`config.mk`:
```
export PLATFORM = sky130hd
export DESIGN_NAME = cpuCore
export DESIGN_NICKNAME = d
export VERILOG_FILES = /design/src/hw/cpuPkg.sv /design/src/hw/alu.sv /design/src/hw/control.sv /design/src/hw/cpuCore.sv /design/src/hw/datapath.sv /design/src/hw/registerFile.sv
export VERILOG_INCLUDE_DIRS = /design/src /design/src/include
export SDC_FILE = /design/constraint.sdc
export NUM_CORES = 1
export LEC_CHECK = 0
export BUFFER_PORTS_ARGS = -buffer_cell sky130_fd_sc_hd__buf_2
export CORE_MARGIN = 2
export CORE_UTILIZATION = 55
export DETAILED_ROUTE_END_ITERATION = 12
export PLACE_DENSITY = 0.8
export SLEW_MARGIN = 40
export SYNTH_ARGS = -nofsm -noshare
export SYNTH_HDL_FRONTEND = slang
export SYNTH_HIERARCHICAL = 1
export SYNTH_SLANG_ARGS = --single-unit
```
`constraint.sdc`:
```
create_clock -name Clock -period 9.8 [get_ports Clock]
set_input_delay 1.96 -clock Clock [delete_from_list [all_inputs] [get_ports Clock]]
set_output_delay 1.96 -clock Clock [all_outputs]
set_load 0.01 [all_outputs]
```
`src/include/flags.svh`:
```
// Bit positions of the Z, N, V and C flags in the four-bit status word, pulled in by `include
`ifndef FLAGS_SVH
`define FLAGS_SVH

`define FLAGS_Z 0
`define FLAGS_N 1
`define FLAGS_V 2
`define FLAGS_C 3

`endif

```
`src/hw/cpuPkg.sv`:
```
// Shared encodings and control structs of the 16-bit core, imported by the RTL modules
`include "flags.svh"

package cpuPkg;

   localparam int WordWidth = 16;
   localparam int ShortImmWidth = 5;
   localparam int LongImmWidth = 8;

   localparam int FlagZ = `FLAGS_Z;
   localparam int FlagN = `FLAGS_N;
   localparam int FlagV = `FLAGS_V;
   localparam int FlagC = `FLAGS_C;

   typedef enum logic [4:0] {
      ADD = 5'h00, ADDI, ADDIB, ADC, ADCI, SUB, SUBI, SUBIB,
      SUC = 5'h08, SUCI, NEG, CMP, CMPI, AND, OR, XOR,
      NOT = 5'h10, NAND, NOR, LSL, LSR, ASR, LUI, LLI,
      LDW = 5'h18, STW,
      BRANCH = 5'h1F
   } opcode_t;

   typedef enum logic [2:0] {
      BR, BNE, BE, BLT, BGE, BWL, RET, JMP
   } branch_t;

   typedef enum logic [3:0] {
      FnA, FnADD, FnADC, FnSUB, FnNEG, FnAND, FnOR, FnXOR,
      FnNOT, FnNAND, FnNOR, FnLSL, FnLSR, FnASR, FnLUI, FnLLI
   } aluFunction_t;

   // Zero value of each select is the common case
   typedef enum logic {Op1Rd1, Op1Pc} op1Select_t;
   typedef enum logic {Op2Rd2, Op2Imm} op2Select_t;
   typedef enum logic {ImmShort, ImmLong} immSelect_t;
   typedef enum logic {WdAlu, WdSys} wdSelect_t;
   typedef enum logic [1:0] {Pc1, PcAluOut, PcSysbus} pcSelect_t;
   typedef enum logic {LrSys, LrPc} lrSelect_t;
   typedef enum logic {Rs1Ra, Rs1Rd} rs1Select_t;

   // Instruction word, most significant field first
   typedef struct packed {
      opcode_t    Opcode;  // 15:11
      logic [2:0] Rd;      // 10:8, branch code for BRANCH
      logic [2:0] Ra;      // 7:5
      logic [2:0] Rb;      // 4:2
      logic [1:0] Spare;
   } instr_t;

   typedef struct packed {
      aluFunction_t AluOp;
      op1Select_t   Op1Sel;
      op2Select_t   Op2Sel;
      immSelect_t   ImmSel;
      wdSelect_t    WdSel;
      pcSelect_t    PcSel;
      lrSelect_t    LrSel;
      rs1Select_t   Rs1Sel;
      logic         AluEn;   // System bus drivers, one-hot
      logic         LrEn;
      logic         PcEn;
      logic         MemEn;
      logic         IrWe;
      logic         RegWe;
      logic         PcWe;
      logic         LrWe;
      logic         AluWe;
   } ctrlWord_t;

   typedef struct packed {
      logic ALE;
      logic nME;
      logic nOE;
      logic nWE;
      logic ENB;
   } busCtrl_t;

endpackage

```
`src/hw/alu.sv`:
```
// Combinational ALU of the core, giving the result and the new Z, N, V and C flags
module alu(
   input  cpuPkg::aluFunction_t Function,
   input  logic [15:0]          A,
   input  logic [15:0]          B,
   input  logic                 CarryIn,
   output logic [15:0]          Result,
   output logic [3:0]           Flags
);
   import cpuPkg::*;

   localparam int Msb = WordWidth - 1;

   logic [WordWidth:0] Sum;      // Top bit is carry out
   logic [WordWidth:0] CarryExt;
   logic [3:0]         Count;
   logic               Overflow;
   logic               Arith;

   assign CarryExt = {{WordWidth{1'b0}}, CarryIn};
   assign Count = B[3:0];
   assign Arith = Function inside {FnADD, FnADC, FnSUB, FnNEG};

   always_comb begin
      Sum = '0;
      Overflow = 1'b0;
      case (Function)
         FnADD, FnADC: begin
            Sum = {1'b0, A} + {1'b0, B};
            if (Function == FnADC)
               Sum = Sum + CarryExt;
            Overflow = (A[Msb] == B[Msb]) && (Sum[Msb] != A[Msb]);
         end
         FnSUB: begin
            Sum = {1'b0, A} + {1'b0, ~B} + CarryExt;
            Overflow = (A[Msb] != B[Msb]) && (Sum[Msb] != A[Msb]);
         end
         FnNEG: begin
            Sum = {1'b0, ~A} + (WordWidth + 1)'(1);
            Overflow = A[Msb] && Sum[Msb];  // Only for the most negative value
         end
         default: Sum = '0;
      endcase
   end

   always_comb begin
      case (Function)
         FnADD, FnADC, FnSUB, FnNEG: Result = Sum[Msb:0];
         FnAND:   Result = A & B;
         FnOR:    Result = A | B;
         FnXOR:   Result = A ^ B;
         FnNOT:   Result = ~A;
         FnNAND:  Result = ~(A & B);
         FnNOR:   Result = ~(A | B);
         FnLSL:   Result = A << Count;
         FnLSR:   Result = A >> Count;
         FnASR:   Result = $signed(A) >>> Count;
         FnLUI:   Result = {B[7:0], A[7:0]};
         FnLLI:   Result = {A[15:8], B[7:0]};
         default: Result = A;
      endcase
      Flags[FlagZ] = (Result == '0);
      Flags[FlagN] = Result[Msb];
      Flags[FlagV] = Overflow;
      Flags[FlagC] = Arith && Sum[WordWidth];  // Logic and shifts clear C
   end

endmodule

```
`src/hw/control.sv`:
```
// Fetch/execute sequencer of the core; owns the status register and decodes the control word
`include "flags.svh"

module control(
   input  logic               Clock,
   input  logic               nReset,
   input  logic [7:0]         OpcodeCond,
   input  logic [3:0]         NewFlags,
   input  logic               nWait,
   output cpuPkg::ctrlWord_t  Ctrl,
   output cpuPkg::busCtrl_t   Bus,
   output logic               CFlag
);
   import cpuPkg::*;

   typedef enum logic {Fetch, Execute} majorState_t;
   typedef enum logic [2:0] {Cycle0, Cycle1, Cycle2, Cycle3, Cycle4} subCycle_t;

   majorState_t  State;
   subCycle_t    SubCycle;
   opcode_t      Opcode;
   branch_t      BranchCode;
   aluFunction_t OpFunction;
   logic [3:0]   StatusReg;
   logic         StatusRegWe;
   logic         MemoryOp;
   logic         Taken;

   assign Opcode = opcode_t'(OpcodeCond[7:3]);
   assign BranchCode = branch_t'(OpcodeCond[2:0]);
   assign MemoryOp = (Opcode == LDW) || (Opcode == STW);

   // Carry ops take C, a plain subtract sees carry in as no borrow
   assign CFlag = (Opcode inside {ADC, ADCI, SUC, SUCI}) ? StatusReg[`FLAGS_C] : 1'b1;

   assign StatusRegWe = (State == Execute) && (SubCycle == Cycle0) &&
                        !(Opcode inside {LUI, LLI, LDW, STW, BRANCH});

   always_comb begin
      case (BranchCode)
         BNE:     Taken = !StatusReg[`FLAGS_Z];
         BE:      Taken = StatusReg[`FLAGS_Z];
         BLT:     Taken = StatusReg[`FLAGS_N] != StatusReg[`FLAGS_V];
         BGE:     Taken = StatusReg[`FLAGS_N] == StatusReg[`FLAGS_V];
         default: Taken = 1'b1;  // BR and BWL
      endcase
   end

   always_comb begin
      case (Opcode)
         ADD, ADDI, ADDIB, LDW, STW, BRANCH: OpFunction = FnADD;
         ADC, ADCI:                          OpFunction = FnADC;
         SUB, SUBI, SUBIB, SUC, SUCI:        OpFunction = FnSUB;
         CMP, CMPI:                          OpFunction = FnSUB;
         NEG:     OpFunction = FnNEG;
         AND:     OpFunction = FnAND;
         OR:      OpFunction = FnOR;
         XOR:     OpFunction = FnXOR;
         NOT:     OpFunction = FnNOT;
         NAND:    OpFunction = FnNAND;
         NOR:     OpFunction = FnNOR;
         LSL:     OpFunction = FnLSL;
         LSR:     OpFunction = FnLSR;
         ASR:     OpFunction = FnASR;
         LUI:     OpFunction = FnLUI;
         LLI:     OpFunction = FnLLI;
         default: OpFunction = FnA;
      endcase
   end

   always_ff @(posedge Clock or negedge nReset) begin
      if (!nReset) begin
         State <= Fetch;
         SubCycle <= Cycle0;
         StatusReg <= '0;
      end else begin
         if (StatusRegWe)
            StatusReg <= NewFlags;
         if (State == Fetch) begin
            case (SubCycle)
               Cycle0: SubCycle <= Cycle1;
               Cycle1: SubCycle <= Cycle2;
               Cycle2: if (nWait)
                          SubCycle <= Cycle3;
               default: begin
                  State <= Execute;
                  SubCycle <= Cycle0;
               end
            endcase
         end else begin
            case (SubCycle)
               Cycle0: if (MemoryOp)
                          SubCycle <= Cycle1;
                       else
                          State <= Fetch;
               Cycle1: SubCycle <= Cycle2;
               Cycle2: SubCycle <= Cycle3;
               Cycle3: if (nWait)    // Memory data phase
                          SubCycle <= Cycle4;
               default: begin
                  State <= Fetch;
                  SubCycle <= Cycle0;
               end
            endcase
         end
      end
   end

   always_comb begin
      Ctrl = '0;
      Bus = '{ALE: 1'b0, nME: 1'b1, nOE: 1'b1, nWE: 1'b1, ENB: 1'b0};
      if (State == Fetch) begin
         case (SubCycle)
            Cycle0: begin
               Bus.ALE = 1'b1;
               Ctrl.PcEn = 1'b1;       // Fetch address
            end
            Cycle1, Cycle2: begin
               Bus.nME = 1'b0;
               Bus.nOE = 1'b0;
               Bus.ENB = (SubCycle == Cycle2);
               Ctrl.MemEn = 1'b1;
            end
            default: begin
               Ctrl.MemEn = 1'b1;
               Ctrl.IrWe = 1'b1;
            end
         endcase
      end else begin
         case (SubCycle)
            Cycle0: begin
               Ctrl.AluOp = OpFunction;
               Ctrl.AluWe = MemoryOp;  // Effective address for LDW/STW
               Ctrl.PcWe = !MemoryOp;
               Ctrl.RegWe = !(Opcode inside {CMP, CMPI, LDW, STW, BRANCH});
               case (Opcode)
                  ADD, ADC, SUB, SUC, CMP, AND, OR, XOR, NAND, NOR: Ctrl.Op2Sel = Op2Rd2;
                  ADDIB, SUBIB, LUI, LLI: begin
                     Ctrl.Rs1Sel = Rs1Rd;
                     Ctrl.Op2Sel = Op2Imm;
                     Ctrl.ImmSel = ImmLong;
                  end
                  BRANCH: begin
                     case (BranchCode)
                        RET: begin
                           Ctrl.LrEn = 1'b1;
                           Ctrl.PcSel = PcSysbus;
                        end
                        JMP: begin
                           Ctrl.Op2Sel = Op2Imm;   // Ra plus short immediate
                           Ctrl.PcSel = PcAluOut;
                        end
                        default: begin
                           Ctrl.Op1Sel = Op1Pc;
                           Ctrl.Op2Sel = Op2Imm;
                           Ctrl.ImmSel = ImmLong;
                           Ctrl.LrSel = LrPc;
                           if (Taken) begin
                              Ctrl.PcSel = PcAluOut;
                              Ctrl.LrWe = (BranchCode == BWL);
                           end
                        end
                     endcase
                  end
                  default: Ctrl.Op2Sel = Op2Imm;
               endcase
            end
            Cycle1: begin
               Bus.ALE = 1'b1;
               Ctrl.AluEn = 1'b1;
            end
            Cycle2: begin
               Bus.nME = 1'b0;
               if (Opcode == LDW) begin
                  Bus.nOE = 1'b0;
                  Ctrl.MemEn = 1'b1;
               end else begin
                  Ctrl.AluEn = 1'b1;
                  Ctrl.Rs1Sel = Rs1Rd;  // Store data through the ALU register
                  Ctrl.AluWe = 1'b1;
               end
            end
            Cycle3: begin
               Bus.nME = 1'b0;
               if (Opcode == LDW) begin
                  Bus.nOE = 1'b0;
                  Bus.ENB = 1'b1;
                  Ctrl.MemEn = 1'b1;
               end else begin
                  Bus.nWE = 1'b0;
                  Ctrl.AluEn = 1'b1;
               end
            end
            default: begin
               Ctrl.PcWe = 1'b1;
               if (Opcode == LDW) begin
                  Ctrl.MemEn = 1'b1;
                  Ctrl.WdSel = WdSys;
                  Ctrl.RegWe = 1'b1;
               end else begin
                  Ctrl.AluEn = 1'b1;
               end
            end
         endcase
      end
   end

endmodule

```
`src/hw/cpuCore.sv`:
```
// Top level of the core, joining the sequencer and the datapath to the multiplexed memory bus
module cpuCore(
   input  logic              Clock,
   input  logic              nReset,
   input  logic [15:0]       AddrDataIn,
   input  logic              nWait,
   output logic [15:0]       AddrDataOut,
   output logic              AddrDataOe,
   output cpuPkg::busCtrl_t  Bus
);
   import cpuPkg::*;

   ctrlWord_t  Ctrl;
   logic [7:0] OpcodeCond;
   logic [3:0] NewFlags;
   logic       CFlag;

   control sequencer(
      .Clock,
      .nReset,
      .OpcodeCond,
      .NewFlags,
      .nWait,
      .Ctrl,
      .Bus,
      .CFlag
   );

   datapath dataPath(
      .Clock,
      .nReset,
      .Ctrl,
      .Bus,
      .CFlag,
      .AddrDataIn,
      .OpcodeCond,
      .NewFlags,
      .AddrDataOut,
      .AddrDataOe
   );

endmodule

```
`src/hw/datapath.sv`:
```
// Datapath of the core: IR, PC, LR, operand muxes, ALU, system bus mux and memory pad interface
module datapath(
   input  logic               Clock,
   input  logic               nReset,
   input  cpuPkg::ctrlWord_t  Ctrl,
   input  cpuPkg::busCtrl_t   Bus,
   input  logic               CFlag,
   input  logic [15:0]        AddrDataIn,
   output logic [7:0]         OpcodeCond,
   output logic [3:0]         NewFlags,
   output logic [15:0]        AddrDataOut,
   output logic               AddrDataOe
);
   import cpuPkg::*;

   instr_t               Ir;
   logic [WordWidth-1:0] Pc;
   logic [WordWidth-1:0] PcPlus1;
   logic [WordWidth-1:0] Lr;
   logic [WordWidth-1:0] AluReg;
   logic [WordWidth-1:0] MemLatch;
   logic [WordWidth-1:0] SysBus;
   logic [WordWidth-1:0] ShortImm;
   logic [WordWidth-1:0] LongImm;
   logic [WordWidth-1:0] ReadData1;
   logic [WordWidth-1:0] ReadData2;
   logic [WordWidth-1:0] Op1;
   logic [WordWidth-1:0] Op2;
   logic [WordWidth-1:0] AluResult;
   logic [WordWidth-1:0] WriteData;
   logic [2:0]           ReadAddr1;

   assign OpcodeCond = {Ir.Opcode, Ir.Rd};
   assign PcPlus1 = Pc + 1'b1;

   assign ShortImm = {{(WordWidth - ShortImmWidth){Ir[ShortImmWidth-1]}},
                      Ir[ShortImmWidth-1:0]};
   assign LongImm = {{(WordWidth - LongImmWidth){Ir[LongImmWidth-1]}}, Ir[LongImmWidth-1:0]};

   assign ReadAddr1 = (Ctrl.Rs1Sel == Rs1Rd) ? Ir.Rd : Ir.Ra;
   assign Op1 = (Ctrl.Op1Sel == Op1Pc) ? Pc : ReadData1;
   assign Op2 = (Ctrl.Op2Sel == Op2Rd2) ? ReadData2 : (Ctrl.ImmSel == ImmLong) ? LongImm : ShortImm;
   assign WriteData = (Ctrl.WdSel == WdSys) ? SysBus : AluResult;

   // System bus, the enables are one-hot
   always_comb begin
      case (1'b1)
         Ctrl.PcEn:  SysBus = Pc;
         Ctrl.AluEn: SysBus = AluReg;
         Ctrl.LrEn:  SysBus = Lr;
         Ctrl.MemEn: SysBus = MemLatch;
         default:    SysBus = '0;
      endcase
   end

   assign AddrDataOut = SysBus;
   assign AddrDataOe = Bus.nOE || Bus.ALE;  // Pads released while memory drives

   registerFile regs(
      .Clock,
      .nReset,
      .ReadAddr1,
      .ReadAddr2(Ir.Rb),
      .WriteAddr(Ir.Rd),
      .WriteData,
      .WriteEnable(Ctrl.RegWe),
      .ReadData1,
      .ReadData2
   );

   alu alu0(
      .Function(Ctrl.AluOp),
      .A(Op1),
      .B(Op2),
      .CarryIn(CFlag),
      .Result(AluResult),
      .Flags(NewFlags)
   );

   always_ff @(posedge Clock or negedge nReset) begin
      if (!nReset) begin
         Pc <= '0;
         Ir <= '0;
      end else begin
         if (Ctrl.PcWe) begin
            case (Ctrl.PcSel)
               Pc1:      Pc <= PcPlus1;
               PcAluOut: Pc <= AluResult;
               default:  Pc <= SysBus;
            endcase
         end
         if (Ctrl.IrWe)
            Ir <= instr_t'(SysBus);
      end
   end

   always_ff @(posedge Clock) begin
      if (Ctrl.LrWe)
         Lr <= (Ctrl.LrSel == LrPc) ? PcPlus1 : SysBus;
      if (Ctrl.AluWe)
         AluReg <= AluResult;
      if (Bus.ENB)
         MemLatch <= AddrDataIn;  // Read data from the pads
   end

endmodule

```
`src/hw/registerFile.sv`:
```
// Eight 16-bit registers with two asynchronous read ports and one synchronous write port
module registerFile(
   input  logic        Clock,
   input  logic        nReset,
   input  logic [2:0]  ReadAddr1,
   input  logic [2:0]  ReadAddr2,
   input  logic [2:0]  WriteAddr,
   input  logic [15:0] WriteData,
   input  logic        WriteEnable,
   output logic [15:0] ReadData1,
   output logic [15:0] ReadData2
);

   logic [15:0] Regs [8];

   always_ff @(posedge Clock or negedge nReset) begin
      if (!nReset) begin
         for (int i = 0; i < 8; i++)
            Regs[i] <= '0;
      end else if (WriteEnable) begin
         Regs[WriteAddr] <= WriteData;  // R0 is an ordinary register
      end
   end

   assign ReadData1 = Regs[ReadAddr1];
   assign ReadData2 = Regs[ReadAddr2];

endmodule

```
Yosys cells after proc, flatten, opt, wreduce, memory -nomap -nowiden
Memories as Yosys holds them, arrays and structs flattened.
Cells that the tools add are included.
Word-level totals
  memory bits (read-only): 128
  output and inout port bits: 22
  bits of input ports: 19
  bits in registers: 216
  logic and storage cells: 210
  memories: 1
Operators by class
  $lt $le $gt $ge: 4
  multiplexer cells: 79
  equal/unequal tests: 54
  bitwise logic cells: 10
  reductions and logical operators: 33
  shifts and indexed selects: 3
  $add $sub $neg: 6
Memory list
  (name not given): depth 32, bits a word 4, rd ports 1, clocked after Yosys merged registers in 0, wr ports 0, RTL line control.sv:50  | case (Opcode)
Operators by type and width (number)
  two-way mux 16 bit: 14
  one-hot mux 16 bit (12 select lines): 1
  bitwise mux 128 bit: 1
  binary-select mux 16 bit (select 3 bit): 2
  NOT 16 bit: 4
  one-hot mux 17 bit (3 select lines): 1
  demux 16 bit (select 3 bit): 1
  == test 5 x 4 -> 1 bit, second input constant: 7
  == test 5 bit, second input constant: 7
  adder 16 x 16 -> 17 bit: 2
  adder 17 x 1 -> 17 bit: 2
  two-way mux 17 bit: 2
  == test 4 bit, second input constant: 8
  one-hot mux 16 bit (2 select lines): 1
  two-way mux 1 bit: 29
  two-way mux 3 bit: 8
  adder 16 x 1 -> 17 bit, second input constant: 1
  adder 16 x 1 -> 16 bit, second input constant: 1
  AND 16 bit: 1
  == test 4 x 3 -> 1 bit, second input constant: 4
  logical NOT 16 bit: 1
  OR 16 bit: 1
  << shifter 16 x 4 -> 16 bit: 1
  right shift 16 x 4 -> 16 bit: 1
  40 further kinds: 88

Logic depth before layout (Yosys ltp)
  depth after elaboration: 21
  gate-level depth with buffers: 30
  gate-level depth less buffers: 25

By module
Netlist, hierarchy kept.
Modules (own cells, without submodules)
  registerFile: times used 1, sequential area each 3203.1 µm², cells an instance 393, area each 7000.5 µm²
  alu: times used 1, sequential area each 0.0 µm², cells an instance 857, area each 5974.5 µm²
  datapath: times used 1, sequential area each 2242.2 µm², cells an instance 443, area each 4621.9 µm²
  control: times used 1, sequential area each 200.2 µm², cells an instance 133, area each 953.4 µm²

Worst setup path after synthesis
No wires, ideal clock.
  path kind: flip-flop to flip-flop
  start point: reg dataPath.Ir (netlist bit dataPath/OpcodeCond[5])
  end point: reg sequencer.StatusReg[0]
  slack: 2985 ps
  data arrival time: 6751 ps
  stages on the path, launching flop included: 26
  clock period less this slack: 6815 ps
  data required time: 9735 ps
  library setup time: 65 ps
  path through: dfrtp_1 > buf_4 > clkbuf_1 > xor2_1 > a41oi_1 > nor3_1 > mux2_2 > buf_6 > buf_6 > mux4_1 > mux2_2 > mux2_2 > clkbuf_1 > inv_1 > ha_1 > clkbuf_1 > mux2_2 > a221oi_1 > o211ai_1 > or4b_4 > or4_1 > or3_1 > or4_1 > or4b_1 > nor4_2 > mux2_2
RTL lines
  from (decl): RTL line datapath.sv:16  | instr_t Ir;
  from (signal assigned): RTL line datapath.sv:93  | Ir <= instr_t'(SysBus);
  to (signal assigned): RTL line control.sv:78  | StatusReg <= NewFlags;
  to (decl): RTL line control.sv:24  | logic [3:0] StatusReg;

==> impl_metrics.yaml <==
clocking:
  numCtsBuffers: 24
  clk_transition_reported_paths_ns: 0.06
  worstSkewPairLatency_ns: 0.54
  cts_resized: 0
  clock_path_buffers: 3
  cts_root_buffer: "clkbuf_16"
  htreeDepth: 1
  cts_setup_buffers: 0
  cts-hold-fix-buffers: 0
  cts.sinks: 216
  cts_tree: "yes"
timing:
  finalSetupTns_ns: 0
  worst_pin_slew_ns: 0.988
  drv_slew: 0
  hold_viol: 0
  grt_setup_unrepaired: "no"
  post-route-period-util: 0.850
  skew_ns: 0.0223
  slew_headroom: 0.335
  setup_violations: 0
  min_period_ns: 8.33
  fin_ws_ns: 1.47
  fmax_mhz: 120
routing:
  drtIter0Drc: 2206
  top_layer_used: "met5"
  wl_met2_um: 27900
  first_pass_iters: 8
  vias: 15994
  routedWlPerCell_um: 28.5
  wl_um: 63400
  route.met3.wl_um: 7300
  routed_via_density: 7.18
  drtAntennaViolNets: 0
  met1_length_um: 25300
  drc: 0
place:
  gp_congestion: 1.02
  dp_hpwl_um: 45500
  place_ws_ns: 1.47
  port-buffer-count: 40
yosys:
  synth_edf_count: 48
  netlist_area_um2: 18600
  yosysMostFrequentCell: "mux2_2"
  ys_dominant_reg_cell: "dfrtp_1"
  netlist.area_leader.share: 0.227
  synthCells: 1826
  yosys_register_bits: 216
  ys_seq_area_frac: 0.304
  synth_fp_nets: 1903
  ys_warn_count: 6
  async_flop_share: 0.778
  synth_area_per_cell_um2: 10.2
  synth.area.top_cells: "dfrtp_1 23%, mux2_2 13%, mux4_1 8.1%"
  synthTopCellsByCount: "217 x mux2_2, 168 x dfrtp_1, 145 x nor2_1"
  yosys.area.top_type: "dfrtp_1"
  synthDistinctLibCells: 104
floorplan:
  dieHeight_um: 188
  dieArea_um2: 35200
  num_io_pins: 41
  core_area_um2: 33400
  die_w_um: 188
  start_util: 0.556
  row_count: 67
setup_path:
  crit_chain: "nor2_1 > xor2_1 > a41oi_1 > nor3_2 > mux2_2 > buf_4 > mux4_1 > mux2_2 > mux2_2 > inv_1 > ha_1 > a211oi_1 > nor3b_1 > nor2_1 > a22oi_1 > nor4_2 > a211o_1 > o211ai_1 > or4_1 > or4b_1 > nor4_2 > mux2_2"
  crit_arrival_ns: 8.80
  crit_path_frequent_cell: "mux2_2"
  crit_buf_inv: 2
  cp_slowest_cell: "mux2_2"
  required_ns: 10.27
  path_class: "reg2reg"
  worstSetupStartpointType: "flop"
  cpPeakStageDelay_ns: 0.83
  path_delay_family: "simple AND/OR/NAND/NOR gates"
  cp_max_fo: 25
  cp-end-kind: "flop"
cells_and_area:
  area_growth_syn_to_layout_pct: 6.27
  antenna_cells: 0
  fill_cells: 2809
  multi_input_area_um2: 12000
  final_layout_size_suffix_gt1_frac: 0.237
  fin_util: 0.591
  fin_nets: 1840
  seqCellArea_um2: 5650
global_routing:
  grt_pass1_wl_um: 95400
  grt_remaining_overflow: 0
  first_global_vias: 15279
  track_usage: 0.353
  grt_start_max_net_pins: 89
  antenna_found_initial: 3
outcome:
  status: "complete, no violations"
worst_hold_path:
  hold_path.class: "reg2reg"
flow_run:
  cap_violations: 0
-- flip-flops by register name, summed over array words and instances (netlist names), 4 cells and up --
register / cells
dataPath/regs/Regs: 128
dataPath/AluReg: 16
dataPath/Lr: 16
dataPath/MemLatch: 16
dataPath/Pc: 16
dataPath/Ir: 8
dataPath/OpcodeCond: 8
sequencer/StatusReg: 4
-- metrics by stage --
stage / instance area, um^2 / std cells / hold slack [ns]
after CTS: 19700 / 2227 / 0.512
after global placement: 18900 / 2183 / 0.493
after detailed placement: 18900 / 2184 / 0.499
after global routing: 19700 / 2228 / 0.519
after floorplan: 18600 / 1826 / 0.475
final: 19700 / 2228 / 0.512
-- cell usage in the layout (no fill, tap or decap), types with 37 or more instances in the layout --
cell,n
inv_1,69
mux2i_1,54
o21ai_0,69
edfxtp_1,48
nor3_1,37
nand2_1,84
mux4_1,57
xnor2_1,43
nor2_1,141
a21oi_1,106
ha_1,55
dfrtp_1,167
mux2_2,217
buf_2,39
-- area by class of cell --
type,count,share of cell area
clock buffers,34,0.0334
flip-flops and latches,216,0.286
repair buffers,77,0.0249
well taps,448,0.0284
multi-input cells,1371,0.607
inverters,73,0.0139
clock inverters,9,0.00641
-- kinds of logic after synthesis --
logic type / after synthesis / share of synthesized area
simple gates: 473 / 0.135
compound gates: 421 / 0.155
mux: 357 / 0.277
buf+inv: 239 / 0.0589
flops: 216 / 0.304
xor+xnor: 62 / 0.0293
fa+ha+maj: 58 / 0.0403
-- layer usage --
| layer | vias to the layer above | global-route usage |
|---|---|---|
| li1 | 6802 | - |
| met1 | 7910 | 0.496 |
| met2 | 1078 | 0.537 |
| met3 | 200 | 0.0683 |
| met4 | 4 | 0.146 |
| met5 | - | 0 |
-- worst register-to-register path, delay by kind of cell, from the launching register on --
| family | cells | cell delay (ns) |
|---|---|---|
| AO/OA/AOI/OAI | 5 | 1.25 |
| XOR/XNOR | 1 | 0.24 |
| adder cells (fa/ha/maj) | 1 | 0.30 |
| buffers and inverters | 2 | 0.52 |
| flip-flops | 1 | 0.58 |
| multiplexers | 5 | 2.26 |
| AND/OR/NAND/NOR | 8 | 3.11 |
-- worst paths after layout --
check	from	endpoint	slack, ns	depth (start not counted)
worst max-delay path	dataPath/OpcodeCond[7]	sequencer/StatusReg[0]	1.47	22
worst min-delay path	sequencer/StatusReg[3]	sequencer/StatusReg[3]	0.51	1
worst max register to register	dataPath/OpcodeCond[7]	sequencer/StatusReg[0]	1.47	22
min in group asynchronous	nReset	dataPath/regs/Regs[33]	1.46	1
worst min register to register	sequencer/StatusReg[3]	sequencer/StatusReg[3]	0.51	1
max in group asynchronous	nReset	dataPath/Ir[5]	7.11	2
Power is left out: the tool's default activity adds up to more than one toggle a clock period on the data nets, which glitch-free logic cannot reach.
